--- config.mk ---
export PLATFORM = sky130hd
export DESIGN_NAME = energy_norm
export DESIGN_NICKNAME = d
export VERILOG_FILES = /design/src/logic/g729_pkg.sv /design/src/logic/energy_acc.sv /design/src/logic/l_shl.sv /design/src/logic/round_hi.sv /design/src/logic/energy_norm.sv
export SDC_FILE = /design/constraint.sdc
export NUM_CORES = 1
export LEC_CHECK = 0
export ABC_CLOCK_PERIOD_IN_PS = 11600
export BUFFER_PORTS_ARGS = -buffer_cell sky130_fd_sc_hd__buf_4
export CAP_MARGIN = 20
export CORE_MARGIN = 2
export CORE_UTILIZATION = 45
export CTS_CLUSTER_DIAMETER = 100
export DETAILED_ROUTE_END_ITERATION = 16
export GPL_TIMING_DRIVEN = 0
export PLACE_DENSITY = 0.65
export SLEW_MARGIN = 20
export SYNTH_ARGS = -nofsm -noshare
export SYNTH_HDL_FRONTEND = slang
export SYNTH_HIERARCHICAL = 1
export SYNTH_SLANG_ARGS = --single-unit
--- constraint.sdc ---
create_clock -name clk -period 11.6 [get_ports clk]
set_input_delay 1.16 -clock clk [delete_from_list [all_inputs] [get_ports clk]]
set_output_delay 1.16 -clock clk [all_outputs]
set_load 0.02 [all_outputs]
--- src/logic/g729_pkg.sv ---
`default_nettype none

// shared fixed-point types and limits for the energy pipeline
package g729_pkg;

	////////////////////
	// word types

	// 16 bit signed word, Q15 style
	// used for samples, shift counts, rounded result
	typedef logic signed [15:0] word16_t;

	// 32 bit signed long word
	// used for energies and shifter data
	typedef logic signed [31:0] word32_t;

	////////////////////
	// saturation limits

	localparam word32_t max_32 = 32'sh7fff_ffff;  // positive long limit
	localparam word32_t min_32 = 32'sh8000_0000;  // negative long limit
	localparam word16_t max_16 = 16'sh7fff;       // positive word limit

	// anything above this overflows when doubled
	localparam word32_t shl_in_max = 32'sh3fff_ffff;

	// round() adds half an lsb of the high word
	localparam word32_t round_bias = 32'sh0000_8000;

	// negative shift count result, all ones
	localparam word32_t neg_shift_mark = 32'shffff_ffff;

	////////////////////
	// shifter fsm

	typedef enum logic [1:0] {
		idle,      // waiting for a frame energy
		shifting,  // one bit per cycle
		hold       // result waits for downstream
	} shl_state_t;

endpackage

`default_nettype wire

--- src/logic/energy_acc.sv ---
`default_nettype none

// input stage forming the saturating sum of 2*x*x per frame (L_mac)
module energy_acc (
	input  wire                 clk,
	input  wire                 reset,
	input  wire                 sample_valid,
	input  wire g729_pkg::word16_t sample,
	input  wire                 sample_last,   // marks final sample of a frame
	input  wire g729_pkg::word16_t frame_shift, // taken with the last sample
	input  wire                 acc_ready,
	output logic                sample_ready,
	output logic                acc_valid,
	output g729_pkg::word32_t   acc_energy,
	output g729_pkg::word16_t   acc_shift,
	output logic                acc_ovf
);

	import g729_pkg::*;

	////////////////////
	// running sum

	word32_t            sum;       // energy so far in this frame
	logic               sum_ovf;   // sticky flag set on any clamp
	word32_t            sq;        // x*x is at most 2^30
	logic signed [33:0] sum_wide;  // headroom for the unclamped add
	word32_t            sum_next;
	logic               ovf_next;
	logic               sample_fire;

	// no new samples while the frame result waits
	assign sample_ready = !acc_valid;
	assign sample_fire  = sample_valid && sample_ready;

	always_comb begin
		sq       = sample * sample;                   // 32 bit signed product
		sum_wide = 34'(sum) + (34'(sq) <<< 1);        // sum + 2*x*x
		if (sum_wide > 34'(max_32)) begin
			sum_next = max_32;                        // clamp like L_add
			ovf_next = 1'b1;
		end else begin
			sum_next = sum_wide[31:0];
			ovf_next = sum_ovf;
		end
	end

	////////////////////
	// sum and output register

	always_ff @(posedge clk) begin
		if (reset) begin
			sum        <= '0;
			sum_ovf    <= 1'b0;
			acc_valid  <= 1'b0;
			acc_energy <= '0;
			acc_shift  <= '0;
			acc_ovf    <= 1'b0;
		end else begin
			if (acc_valid && acc_ready)
				acc_valid <= 1'b0;                    // handed to the shifter
			if (sample_fire) begin
				if (sample_last) begin
					// last sample latches the result and starts fresh
					acc_energy <= sum_next;
					acc_shift  <= frame_shift;
					acc_ovf    <= ovf_next;
					acc_valid  <= 1'b1;
					sum        <= '0;
					sum_ovf    <= 1'b0;
				end else begin
					sum     <= sum_next;
					sum_ovf <= ovf_next;
				end
			end
		end
	end

	////////////////////
	// checks

	// result register holds while downstream is busy
	a_acc_stable: assert property (
		@(posedge clk) disable iff (reset)
		(acc_valid && !acc_ready) |=>
			(acc_valid && $stable(acc_energy) && $stable(acc_shift) && $stable(acc_ovf))
	);

endmodule

`default_nettype wire

--- src/logic/l_shl.sv ---
`default_nettype none

// iterative saturating left shift (L_shl) of one bit per cycle
// result held until the next stage takes it
module l_shl (
	input  wire                 clk,
	input  wire                 reset,
	input  wire                 in_valid,
	input  wire g729_pkg::word32_t in_data,
	input  wire g729_pkg::word16_t in_shift,  // signed count
	input  wire                 in_ovf,       // overflow from upstream
	input  wire                 out_ready,
	output logic                in_ready,
	output logic                out_valid,
	output g729_pkg::word32_t   out_data,
	output logic                out_ovf
);

	import g729_pkg::*;

	shl_state_t state;
	word32_t    data;  // working value doubled each step
	word16_t    cnt;   // steps still to go
	logic       ovf;   // upstream flag carried along

	assign in_ready  = (state == idle);
	assign out_valid = (state == hold);

	////////////////////
	// fsm and datapath

	always_ff @(posedge clk) begin
		if (reset) begin
			state    <= idle;
			data     <= '0;
			cnt      <= '0;
			ovf      <= 1'b0;
			out_data <= '0;
			out_ovf  <= 1'b0;
		end else begin
			case (state)
				idle: begin
					if (in_valid) begin
						if (in_shift[15]) begin
							// negative count sends the marker straight out
							out_data <= neg_shift_mark;
							out_ovf  <= in_ovf;
							state    <= hold;
						end else begin
							data  <= in_data;
							cnt   <= in_shift;
							ovf   <= in_ovf;
							state <= shifting;
						end
					end
				end

				shifting: begin
					if (cnt == '0) begin
						out_data <= data;  // all steps done
						out_ovf  <= ovf;
						state    <= hold;
					end else if (data > shl_in_max) begin
						// next double would wrap so stop at the limit
						out_data <= max_32;
						out_ovf  <= 1'b1;
						state    <= hold;
					end else begin
						data <= data <<< 1;
						cnt  <= cnt - 16'sd1;
					end
				end

				hold: begin
					if (out_ready)
						state <= idle;  // taken downstream
				end

				default: state <= idle;
			endcase
		end
	end

	////////////////////
	// checks

	// energies are never negative so only the marker may carry the sign bit
	a_sign_kept: assert property (
		@(posedge clk) disable iff (reset)
		(out_valid && out_data != neg_shift_mark) |-> !out_data[31]
	);

	// held result does not move until taken
	a_hold_stable: assert property (
		@(posedge clk) disable iff (reset)
		(out_valid && !out_ready) |=> (out_valid && $stable(out_data) && $stable(out_ovf))
	);

endmodule

`default_nettype wire

--- src/logic/round_hi.sv ---
`default_nettype none

// output stage, one entry, rounded high word (round)
module round_hi (
	input  wire                 clk,
	input  wire                 reset,
	input  wire                 in_valid,
	input  wire g729_pkg::word32_t in_data,
	input  wire                 in_ovf,
	input  wire                 out_ready,
	output logic                in_ready,
	output logic                out_valid,
	output g729_pkg::word32_t   out_energy,
	output g729_pkg::word16_t   out_hi,
	output logic                out_ovf
);

	import g729_pkg::*;

	word32_t add_sum;  // in_data + bias, may wrap
	logic    add_ovf;  // wrap detect, same signs in and different out
	word16_t rnd_hi;

	// empty, or emptying this cycle
	assign in_ready = !out_valid || out_ready;

	always_comb begin
		add_sum = in_data + round_bias;
		add_ovf = (in_data[31] == round_bias[31]) && (add_sum[31] != in_data[31]);
		if (!add_ovf)
			rnd_hi = add_sum[31:16];
		else if (in_data[31])
			rnd_hi = min_32[31:16];  // negative clamp
		else
			rnd_hi = max_16;         // positive clamp
	end

	always_ff @(posedge clk) begin
		if (reset) begin
			out_valid  <= 1'b0;
			out_energy <= '0;
			out_hi     <= '0;
			out_ovf    <= 1'b0;
		end else if (in_valid && in_ready) begin
			out_valid  <= 1'b1;
			out_energy <= in_data;
			out_hi     <= rnd_hi;
			out_ovf    <= in_ovf;  // rounding clamp not flagged
		end else if (out_ready) begin
			out_valid <= 1'b0;
		end
	end

	// stalled result stays put
	a_out_stable: assert property (
		@(posedge clk) disable iff (reset)
		(out_valid && !out_ready) |=>
			(out_valid && $stable(out_energy) && $stable(out_hi) && $stable(out_ovf))
	);

endmodule

`default_nettype wire

--- src/logic/energy_norm.sv ---
`default_nettype none

// frame energy pipeline, accumulate then shift then round
module energy_norm (
	input  wire                 clk,
	input  wire                 reset,
	input  wire                 sample_valid,
	input  wire g729_pkg::word16_t sample,
	input  wire                 sample_last,
	input  wire g729_pkg::word16_t frame_shift,
	input  wire                 result_ready,
	output logic                sample_ready,
	output logic                result_valid,
	output g729_pkg::word32_t   result_energy,
	output g729_pkg::word16_t   result_hi,
	output logic                result_ovf
);

	import g729_pkg::*;

	////////////////////
	// stage links

	logic    acc_valid, acc_ready;  // accumulator to shifter
	word32_t acc_energy;
	word16_t acc_shift;
	logic    acc_ovf;

	logic    shl_valid, shl_ready;  // shifter to output reg
	word32_t shl_energy;
	logic    shl_ovf;

	////////////////////
	// stages

	energy_acc i_acc (
		.clk          (clk),
		.reset        (reset),
		.sample_valid (sample_valid),
		.sample       (sample),
		.sample_last  (sample_last),
		.frame_shift  (frame_shift),
		.acc_ready    (acc_ready),
		.sample_ready (sample_ready),
		.acc_valid    (acc_valid),
		.acc_energy   (acc_energy),
		.acc_shift    (acc_shift),
		.acc_ovf      (acc_ovf)
	);

	l_shl i_shl (
		.clk       (clk),
		.reset     (reset),
		.in_valid  (acc_valid),
		.in_data   (acc_energy),
		.in_shift  (acc_shift),
		.in_ovf    (acc_ovf),
		.out_ready (shl_ready),
		.in_ready  (acc_ready),
		.out_valid (shl_valid),
		.out_data  (shl_energy),
		.out_ovf   (shl_ovf)   // acc flag or shift clamp
	);

	round_hi i_round (
		.clk        (clk),
		.reset      (reset),
		.in_valid   (shl_valid),
		.in_data    (shl_energy),
		.in_ovf     (shl_ovf),
		.out_ready  (result_ready),
		.in_ready   (shl_ready),
		.out_valid  (result_valid),
		.out_energy (result_energy),
		.out_hi     (result_hi),
		.out_ovf    (result_ovf)
	);

endmodule

`default_nettype wire

==> results.md, run 1 <==
- The number of vias after detailed routing is 15,100.
- The clock skew is 0.0168 ns.
- The master of the slowest instance on the critical path is sky130_fd_sc_hd__fa_1.
- The starting density of the core is 45.9%.
- The final HPWL from detailed placement is 38,900 um.
- The number of diodes is 0.
- For this run, the register share of the synthesized area comes to 22.5%.
- The run finished with clean final reports.
- Cells with a size suffix above 1 make up 8.99% of the layout.
- The critical path class is in2reg.
- The final number of max-transition violations was 0.
- Counting flops with an async set or reset pin after synthesis yields a share of 0%.
- The initial antenna violation count was 0.
- The final critical path takes up 88.8% of the cycle.
- The first global-routing pass estimated 77,700 um of wire.
- The number of hold buffers added after CTS was 0.
- The count of fill cells added during filler insertion is 3,985.
- The maximum buffer depth of the clock tree is 3.
- In this run, the number of DRC markers left after iteration 0 of detailed routing was 955.
- The final critical delay including setup and external delays is 10.30 ns.
- The total count of hold-check failures in the final report is 0.
- Measured against its own limit, the worst slew margin works out to 33.0%.
- The count of maximum capacitance violations is 0.
- The later pin in the worst-skew pair is clocked with a latency of 0.50 ns.
- The post-synthesis register bit count is 217.
- The mean number of vias per cell is 5.37.
- The startpoint of the lowest-slack register-to-register path is i_acc/sum[1].
- Yosys attributes the largest share of cell area to sky130_fd_sc_hd__fa_1 (24%), sky130_fd_sc_hd__dfxtp_1 (22%), sky130_fd_sc_hd__ha_1 (8.1%).
- The post-cts gate resize count is 0.
- For the final routed database, the setup TNS stands at 0 ns.
- The upper clock frequency limit is 97.0 MHz.
- The cell with the most instances after synthesis is sky130_fd_sc_hd__inv_1.
- The number of I/O port buffers is 87.
- For this run, the number of Yosys warnings is 6.
- The synthesized design spends more area on one cell type than any other, namely sky130_fd_sc_hd__fa_1.
- In this run the clock root is driven by a sky130_fd_sc_hd__clkbuf_16.
- The detail route stage leaves a number of antenna-violating nets equal to 0.
- The die is 211 um tall.
- Global routing consumed, over all layers together, 21.4% of the routing resources.
- On the worst path, the slowest cell contributes a delay of 0.64 ns.
- The instance count of the mapped netlist is 2,160.
- Dividing the synthesized area by the synthesized cell count gives 8.95 um^2.
- The number of setup violations in the final report is 0.
- The prevailing post-synth register cell is sky130_fd_sc_hd__dfxtp_1.
- Compared with the post-synthesis result, the final layout area differs by 10.2%.
- The die covers 44,600 um^2.
- At the pin with the least slew margin, the transition time is 0.991 ns.
- Setup repair after global routing left no endpoint under its margin.
- STA classifies the critical path startpoint as a primary input.
- The CTS sink count is 217.
- The most critical setup path has its startpoint at sample[4].
- The number of buffers added for setup after CTS is 0.
- The number of global-route vias before repair is 15,400.
- For the worst setup path, the data arrival time is 10.68 ns.
- STA classifies the critical path endpoint as a register.
- Entering global routing, the biggest net connects 15 pins.
- After synthesis, the most frequently instantiated cells are sky130_fd_sc_hd__inv_1 (364), sky130_fd_sc_hd__nand2_1 (255), sky130_fd_sc_hd__fa_1 (236).
- The number of remaining DRC errors is 0.
- The net count reported at finish is 2,667.
- The final routed wire length divided by cell count is 16.7 um.
- Clock-pin slew was measured on the worst setup and hold paths at 0.06 ns.
- The most frequent cell on the critical path is sky130_fd_sc_hd__fa_1.
- TritonCTS built the clock tree.
- The floorplan has 75 rows.
- CTS built an H-tree with a depth of 1.
- At the worst endpoint, the required time is 11.98 ns.
- In this run the most critical hold path is launched from i_round/out_energy[8].
- The synthesized netlist occupies a cell area of 19,300 um^2.
- The TritonCTS buffer count is 20.
- The congestion estimate from routability-driven global placement came to 0.894.
- After detailed routing, the total wire length is 47,000 um.
- The region available for standard cell placement spans 42,100 um^2.
- The total grt overflow is 0.
- The number of top-level pins is 88.
- Yosys mapped the design onto 89 distinct sky130hd cell types.
- In this run the worst path has a maximum fanout of 10.
- The area share of the largest cell type after synthesis is 24.4%.
- Measured along the x axis, the die boundary spans 211 um.
- For this run, the detailed router's first-pass iteration total came to 5.
- The post-synth net total is 2,558.
- The worst hold path belongs to the class reg2reg.
- The number of flops mapped to enable cells by yosys is 0.
worst max-delay path, delay by kind of cell:
family	cells	cell delay [ns]
fa+ha+maj	8	3.95
compound gates	12	2.82
buf+inv	7	1.61
simple gates	5	1.16
final timing paths:
kind                                 to  slack (ns)  depth (start not counted)
setup / recovery          i_acc/sum[21]        1.30                         32
hold reg to reg   i_round/out_energy[8]        0.45                          2
setup reg to reg          i_acc/sum[21]        8.34                         12
hold / removal    i_round/out_energy[8]        0.45                          2
cell families after synthesis:
kind of cell,after synthesis,synth area share (%)
buffers and inverters,471,9.56
AND/OR/NAND/NOR,558,13.3
XOR/XNOR,72,3.26
adder cells (fa/ha/maj),361,32.5
AO/OA/AOI/OAI,475,18.6
multiplexers,6,0.317
flip-flops,217,22.5
layout by cell type (no fill, tap or decap), drive strengths merged, types with 5 or more instances in the layout:
cell type / Yosys / layout
nor4: 6 / 6
nand4: 13 / 13
a22o: 77 / 77
and2: 48 / 48
a21oi: 110 / 110
o211ai: 6 / 6
inv: 365 / 365
nor2: 127 / 127
buf: 27 / 114
fa: 236 / 236
o21ai: 75 / 75
xor2: 25 / 25
a31oi: 10 / 10
nor2b: 15 / 15
o221a: 32 / 32
ha: 125 / 125
or4: 6 / 6
or3: 5 / 5
nor3: 25 / 25
clkbuf: 79 / 111
o21a: 15 / 15
nand2: 255 / 255
mux2i: 5 / 5
nand2b: 18 / 18
dfxtp: 217 / 217
and3: 5 / 5
a211oi: 18 / 18
nand3: 17 / 17
o21bai: 16 / 16
a311oi: 35 / 35
o31ai: 9 / 9
xnor2: 47 / 47
a21o: 19 / 19
per-stage QoR:
step           setup slack (ns)  hold slack, ns  instance area [um^2]  utilization (%)  cells
3_5_place_dp              0.755           0.448                 20700             49.0   2786
2_1_floorplan              2.35           0.432                 19300                -   2160
3_3_place_gp              0.822           0.440                 20700             49.0   2786
6_report                   1.30           0.453                 21300             50.5   2819
4_1_cts                    1.27           0.456                 21300             50.5   2819
5_1_grt                   0.762           0.476                 21300             50.5   2819
area by class of cell:
class	instances	area [um^2]	share of cell area, %
Tap cell	539	674	3.17
Timing Repair Buffer	87	653	3.07
Sequential cell	217	4340	20.4
Multi-Input combinational cell	1472	13100	61.7
Clock buffer	32	637	2.99
Clock inverter	1	5.00	0.0235
Buffer	106	478	2.24
Inverter	365	1370	6.43
per-layer routing:
metal,vias up,GRT usage [%],share of wire (%)
met1,7298,27.8,44
li1,7391,-,-
met5,-,0,0
met2,356,39.0,51
met4,0,5.68,2.3
met3,82,0.996,3.1
sequential cells by signal, summed over array words and instances, names as in the netlist:
signal              flops
i_shl/data             32
i_round/out_valid       1
i_acc/acc_valid         1
i_round/out_ovf         1
i_shl/out_data         32
i_acc/acc_energy       32
i_acc/sum_ovf           1
i_acc/sum              32
i_acc/acc_ovf           1
i_shl/ovf               1
i_acc/acc_shift        16
i_shl/out_ovf           1
i_shl/cnt              16
i_shl/state             2
i_round/out_energy     32
i_round/out_hi         16
Power of run 1 is left out: the tool's default activity adds up to more than one toggle a clock period on the data nets, which glitch-free logic cannot reach.
==> run 2, diff against run 1 <==
--- a/config.mk
+++ b/config.mk
@@ -5,15 +5,15 @@
 export SDC_FILE = /design/constraint.sdc
 export NUM_CORES = 1
 export LEC_CHECK = 0
-export ABC_CLOCK_PERIOD_IN_PS = 11600
-export BUFFER_PORTS_ARGS = -buffer_cell sky130_fd_sc_hd__buf_4
+export ABC_CLOCK_PERIOD_IN_PS = 10520
 export CAP_MARGIN = 20
 export CORE_MARGIN = 2
 export CORE_UTILIZATION = 45
 export CTS_CLUSTER_DIAMETER = 100
 export DETAILED_ROUTE_END_ITERATION = 16
+export DONT_BUFFER_PORTS = 1
 export GPL_TIMING_DRIVEN = 0
-export PLACE_DENSITY = 0.65
+export PLACE_DENSITY = 0.64
 export SLEW_MARGIN = 20
 export SYNTH_ARGS = -nofsm -noshare
 export SYNTH_HDL_FRONTEND = slang
==> constraint.sdc (replaced) <==
create_clock -name clk -period 10.52 [get_ports clk]
set_input_delay 1.052 -clock clk [delete_from_list [all_inputs] [get_ports clk]]
set_output_delay 1.052 -clock clk [all_outputs]
set_load 0.02 [all_outputs]
==> run 2 against run 1 <==
  * Via count decreased by 2.7%
  * Worst setup slack worse by 0.71 ns
  * Routed wire length shrank 1.7%
  * Flip-flop and latch count did not move
  * Critical path type unchanged
  * Critical endpoint is now i_acc/acc_energy[13]
  * Largest cell class unchanged
  * Highest routed layer unchanged
==> results.md, run 2 (synthesis gave the netlist of run 1 again) <==
- The flow ran to the end, and the final reports show no timing, DRC or antenna violations.
- The final weighted congestion in routability-driven placement was 0.895 (about the same).
- The iteration count of the initial detailed-routing pass is 5 (unchanged).
- The met3 layer usage reported by global route is 1.65% (+0.65 points).
- The capture endpoint of the worst hold path is i_round/out_ovf.
- STA classifies the critical path startpoint as a primary input.
- The height of the die was 211 um (unchanged).
- The initial antenna violation count is 0 (unchanged).
- The setup slack after layout was 0.588 ns (-0.707 ns).
- The number of I/O port buffers was 0 (-100%).
- The delay of the slowest cell on the worst path is 0.72 ns (+0.08 ns).
- The library cell used most frequently in the layout, excluding fill and tap cells, is sky130_fd_sc_hd__inv_1.
- The CTS sink count is 217 (unchanged).
- The count of antenna-violating nets left after detailed routing is 0 (unchanged).
- The placeable core area was 42,100 um^2 (unchanged).
- The final number of max-transition violations came to 0 (unchanged).
- The count of fill cells added during filler insertion is 3,995 (+0.25%).
- The starting density of the core is 45.9% (unchanged).
- The die width came to 211 um (unchanged).
- The mean number of vias per cell is 5.38 (+0.31%).
- The clock period could shrink to 9.93 ns.
- met2 is the most crowded layer.
- The clock transition at the register clock pins on the worst setup and hold paths after CTS is 0.07 ns (about the same).
- The worst register-to-register path begins at i_acc/sum[1].
- The post-layout utilization of the core is 48.9% (-1.6 points).
- The number of setup violations in the final report is 0 (unchanged).
- The cell depth of the worst flop-to-flop path is 11 (-1).
- The min-delay analysis places its worst path in the category reg2reg.
- The initial detailed-routing violation count was 899 (-5.9%).
- The clock skew came to 0.0131 ns (-0.00367 ns).
- The maximum number of pins on one net before global-route repair is 16 (+1).
- The die area was 44,600 um^2 (unchanged).
- The number of diodes came to 0 (unchanged).
- The arrival time of data at the critical path endpoint came to 10.32 ns (-0.36 ns).
- The count of maximum capacitance violations is 0 (unchanged).
- The post-cts hold buffer count is 0 (unchanged).
- The met2 demand-to-capacity share in global routing came to 38.5% (-0.47 points).
- The number of global-route vias before repair is 15,200 (-1.0%).
- The H-tree depth reported by CTS came to 1 (unchanged).
- The number of placed cells counting well taps is 2,699 (-3.1%).
- The share of post-route cells with drive strength above 1 came to 5.42% (-3.6 points).
- The root buffer cell is sky130_fd_sc_hd__clkbuf_16.
- The total buffers and inverters traversed by the critical path is 6 (-1).
- The cell family contributing the most delay on the critical path is adder cells.
- The slew at the pin with the worst max-slew slack is 0.894 ns (-0.0972 ns).
- The number of vias after detailed routing is 14,700 (-2.7%).
- The total count of hold-check failures in the final report came to 0 (unchanged).
- From synthesis to final layout, the design area changed by 6.71%.
- The tightest slew margin relative to the limit is 39.6% (+6.6 points).
- Setup repair after global routing left no endpoint under its margin.
- The register-to-register setup slack came to 7.22 ns (-1.12 ns).
- TritonCTS built the clock tree.
- The global routing usage summed across all routing layers is 21.2% (-0.26 points).
- The total grt overflow was 0 (unchanged).
- For this run, the top clock speed supported by timing is 101 MHz.
- The number of top-level pins is 88 (unchanged).
- The post-cts gate resize count is 0 (unchanged).
- The post-detailed-routing wire length came to 46,300 um (-1.7%).
- The master of the slowest instance on the critical path is sky130_fd_sc_hd__fa_1.
- The final routed wire length divided by cell count is 16.9 um (+1.3%).
- The number of remaining DRC errors was 0 (unchanged).
- The number of buffers added for setup after CTS came to 0 (unchanged).
- The net count reported at finish is 2,580 (-3.3%).
- In the layout the commonest cells are sky130_fd_sc_hd__inv_1 (364), sky130_fd_sc_hd__nand2_1 (255), sky130_fd_sc_hd__fa_1 (236).
- The maximum fanout encountered on the critical timing path came to 10 (unchanged).
- The TritonCTS buffer count is 20 (unchanged).
- The maximum buffer depth of the clock tree came to 3 (unchanged).
- The critical path required time is 10.91 ns (-1.07 ns).
- The worst slack after detailed placement is -0.115 ns (-0.870 ns).
- The endpoint class of the critical path is a register.
- The most frequent cell on the critical path is sky130_fd_sc_hd__fa_1.
- The global-route wire length before repair is 76,900 um (-0.99%).
- The startpoint identified for the worst hold timing path is i_shl/out_ovf.
- The count of placed standard cells in the final layout, fillers left out is 2,735 (-3.0%).
- The endpoint identified for the worst register-to-register timing path is i_acc/sum[13].
- The number of instances on the worst hold path is 2 (unchanged).
- The share of the cycle needed by the critical path after routing is 94.4%.
- The number of cell rows came to 75 (unchanged).
- The clock latency of the later-clocked register in the worst-skew pair came to 0.49 ns (about the same).
- By startpoint and endpoint, the worst setup path is classified as in2reg.
- The global routing usage on met1 is 27.1% (-0.62 points).
- The final HPWL from detailed placement came to 38,400 um (-1.3%).
run 2: cell count changes in the layout (fill, tap and decap cells not counted):
cell,delta
sky130_fd_sc_hd__clkbuf_1,+2
sky130_fd_sc_hd__clkbuf_2,+1
sky130_fd_sc_hd__clkbuf_8,-4
sky130_fd_sc_hd__buf_4,-87
sky130_fd_sc_hd__clkinv_2,+3
sky130_fd_sc_hd__clkinvlp_4,+1
run 2: layout make-up:
type	count	area [um^2]	share of cell area [%]
inverter	365	1370	6.64
tap	539	674	3.27
buffer	106	479	2.32
multi-input combinational	1472	13100	63.7
clock buffer	31	593	2.88
clock inverter	5	27.5	0.133
sequential	217	4340	21.1
run 2: layer usage:
metal,up-vias,share of wire [%]
met3,61,3.7
met4,0,2.2
met1,7113,44
met5,-,0
li1,7203,-
met2,345,50
run 2: through the flow:
| stage | TNS, ns | area [um^2] | hold WS, ns |
|---|---|---|---|
| floorplan | 0 | 19300 | 0.432 |
| global placement | -1.43 | 20000 | 0.442 |
| detailed placement | -1.92 | 20000 | 0.451 |
| CTS | 0 | 20600 | 0.464 |
| global route | 0 | 20600 | 0.482 |
| finish | 0 | 20600 | 0.463 |
run 2: worst max path at each step:
stage / startpoint / endpoint / cells after the start
after detailed placement: sample[4] / i_acc/acc_energy[13] / 30
final: sample[15] / i_acc/acc_energy[13] / 31
after global routing: sample[4] / i_acc/sum[13] / 30
after CTS: sample[4] / i_acc/acc_energy[13] / 30
after global placement: sample[4] / i_acc/acc_energy[13] / 30
after floorplan: sample[15] / i_acc/sum[7] / 32
run 2: worst min-delay path: stages, from the launching register on:
cell and delay, ns:
sky130_fd_sc_hd__dfxtp_1 0.31, sky130_fd_sc_hd__nand2_1 0.06, sky130_fd_sc_hd__a21oi_1 0.05
Power of run 2 is left out for the same reason.
==> run 3, diff against run 2 <==
--- a/config.mk
+++ b/config.mk
@@ -5,7 +5,7 @@
 export SDC_FILE = /design/constraint.sdc
 export NUM_CORES = 1
 export LEC_CHECK = 0
-export ABC_CLOCK_PERIOD_IN_PS = 10520
+export ABC_CLOCK_PERIOD_IN_PS = 10990
 export CAP_MARGIN = 20
 export CORE_MARGIN = 2
 export CORE_UTILIZATION = 45
==> constraint.sdc (replaced) <==
create_clock -name clk -period 10.99 [get_ports clk]
set_input_delay 1.099 -clock clk [delete_from_list [all_inputs] [get_ports clk]]
set_output_delay 1.099 -clock clk [all_outputs]
set_load 0.02 [all_outputs]
==> run 3 against run 2 <==
  * Non-clock buffer count is the same
  * Critical path depth shrank 1
  * Utilization about the same
  * Sequential share of layout area barely moved
  * Routed wire length about the same
  * Via count about the same
  * Design area hardly changed
  * Die area did not move
  * Clock-buffer cell count did not move
  * First-iteration DRC count fell by 0.11%
  * Flip-flop and latch count unchanged
  * Clock skew hardly changed
  * Highest routed layer unchanged
==> results.md, run 3 (synthesis gave the netlist of run 1 again) <==
- The mean number of vias per cell came to 5.38 (about the same).
- The post-synthesis to final-layout area growth came to 6.70% (about the same).
- The clock skew was 0.0131 ns (-0.00000850 ns).
- The post-layout utilization of the core is 48.9% (about the same).
- The number of global-route vias before repair is 15,200 (unchanged).
- The count of fill cells added during filler insertion is 3,996 (+0.025%).
- The placeable core area is 42,100 um^2 (unchanged).
- The CTS sink count was 217 (unchanged).
- The post-detailed-routing wire length came to 46,200 um (about the same).
- The maximum number of pins on one net before global-route repair is 16 (unchanged).
- The slew at the pin with the worst max-slew slack is 0.894 ns (unchanged).
- In this run the worst hold path is classified as reg2reg.
- Static timing analysis puts the maximum clock frequency at 99.0 MHz.
- The met1 layer wirelength in the final routing is 20,400 um (-0.28%).
- The delay of the slowest cell on the worst path is 0.63 ns (-0.09 ns).
- The number of buffers added for setup after CTS is 0 (unchanged).
- The initial antenna violation count is 0 (unchanged).
- The highest metal layer carrying signal wires in the routed design is met4.
- The routed length on met2 is 23,000 um (about the same).
- The iteration count of the initial detailed-routing pass is 5 (unchanged).
- The number of I/O port buffers is 0 (unchanged).
- The commonest non-fill, non-tap cell in the layout is sky130_fd_sc_hd__inv_1.
- The post-cts hold buffer count is 0 (unchanged).
- The number of remaining DRC errors is 0 (unchanged).
- The TritonCTS buffer count was 20 (unchanged).
- The final weighted congestion in routability-driven placement is 0.895 (unchanged).
- The number of cell rows is 75 (unchanged).
- The post-cts gate resize count is 0 (unchanged).
- The number of top-level pins is 88 (unchanged).
- The total grt overflow is 0 (unchanged).
- The number of vias after detailed routing is 14,700 (-0.054%).
- The maximum fanout encountered on the critical timing path came to 10 (unchanged).
- The share of post-route cells with drive strength above 1 is 5.37% (-0.046 points).
- The final number of max-transition violations is 0 (unchanged).
- The cell family contributing the most delay on the critical path is adder cells.
- After layout, the worst path uses 91.9% of the clock period.
- The final setup TNS is 0 ns (unchanged).
- The maximum buffer depth of the clock tree is 3 (unchanged).
- The number of setup violations in the final report is 0 (unchanged).
- The top cell types in the final layout, fill and taps aside, are sky130_fd_sc_hd__inv_1 (364), sky130_fd_sc_hd__nand2_1 (255), sky130_fd_sc_hd__fa_1 (236).
- The global-route wire length before repair was 76,900 um (unchanged).
- The root buffer cell chosen for the clock tree is sky130_fd_sc_hd__clkbuf_16.
- STA classifies the critical path startpoint as a primary input.
- The die width was 211 um (unchanged).
- TritonCTS built the clock tree.
- The final routed wire length divided by cell count is 16.9 um (about the same).
- The final HPWL from detailed placement is 38,400 um (unchanged).
- The total count of hold-check failures in the final report is 0 (unchanged).
- The total buffers and inverters traversed by the critical path was 5 (-1).
- The initial detailed-routing violation count was 898 (-0.11%).
- The H-tree depth reported by CTS came to 1 (unchanged).
- The critical path class is in2reg.
- The die area is 44,600 um^2 (unchanged).
- The largest individual stage delay along the critical path comes from the cell sky130_fd_sc_hd__fa_1.
- The flow ran to the end, and the final reports show no timing, DRC or antenna violations.
- The net count reported at finish is 2,580 (unchanged).
- The arrival time of data at the critical path endpoint is 10.49 ns (+0.17 ns).
- The met3 routed wirelength came to 1770 um (+4.2%).
- The clock transition at the register clock pins on the worst setup and hold paths after CTS came to 0.07 ns (about the same).
- The height of the die is 211 um (unchanged).
- The most frequent cell on the critical path is sky130_fd_sc_hd__fa_1.
- The tightest slew margin relative to the limit is 39.6% (unchanged).
- The worst setup path is captured at a register.
- The starting density of the core is 45.9% (unchanged).
- The count of maximum capacitance violations is 0 (unchanged).
- The global routing usage summed across all routing layers is 21.2% (unchanged).
- The final critical delay including setup and external delays is 10.10 ns.
- The count of antenna-violating nets left after detailed routing was 0 (unchanged).
- The critical path required time is 11.38 ns (+0.47 ns).
- The number of diodes is 0 (unchanged).
- Setup repair after global routing left no endpoint under its margin.
- The clock latency of the later-clocked register in the worst-skew pair is 0.49 ns (about the same).
[run 3: stage by stage]
stage	std cells	instance area (um^2)	hold slack, ns	setup slack (ns)
floorplan	2160	19300	0.432	1.81
global placement	2699	20000	0.442	0.312
detailed placement	2699	20000	0.451	0.308
CTS	2735	20600	0.464	0.828
global route	2735	20600	0.482	0.295
finish	2735	20600	0.463	0.886
[run 3: layout make-up]
type / instances / area, um^2 / area share (%)
Multi-Input combinational cell: 1472 / 13100 / 63.7
Sequential cell: 217 / 4340 / 21.1
Inverter: 365 / 1370 / 6.64
Tap cell: 539 / 674 / 3.27
Clock buffer: 31 / 593 / 2.88
Buffer: 106 / 478 / 2.32
Clock inverter: 5 / 27.5 / 0.133
[run 3: path summary, 6_finish.rpt]
check / from / to / slack (ns) / cells past startpoint
setup / recovery: sample[4] / i_acc/acc_energy[13] / 0.89 / 30
hold / removal: i_shl/out_ovf / i_round/out_ovf / 0.46 / 2
setup reg to reg: i_acc/sum[1] / i_acc/sum[13] / 7.69 / 11
hold reg to reg: i_shl/out_ovf / i_round/out_ovf / 0.46 / 2
[run 3: worst register-to-register path, cell delays in order, from the launching register on]
cell and delay (ns):
sky130_fd_sc_hd__dfxtp_1 0.35, sky130_fd_sc_hd__ha_1 0.18, sky130_fd_sc_hd__ha_1 0.18, sky130_fd_sc_hd__a21oi_1 0.10, sky130_fd_sc_hd__nand4b_1 0.23, sky130_fd_sc_hd__a21boi_2 0.30
sky130_fd_sc_hd__o32ai_4 0.16, sky130_fd_sc_hd__o21a_1 0.28, sky130_fd_sc_hd__o221a_1 0.29, sky130_fd_sc_hd__o31a_4 0.36, sky130_fd_sc_hd__o21ai_0 0.57, sky130_fd_sc_hd__a22o_1 0.25
[run 3: metal layers]
layer  global-route usage (%)  vias to the layer above
li1                         -                     7204
met1                     27.1                     7107
met2                     38.5                      345
met3                     1.65                       58
met4                     5.22                        0
met5                        0                        -
Power of run 3 is left out for the same reason.
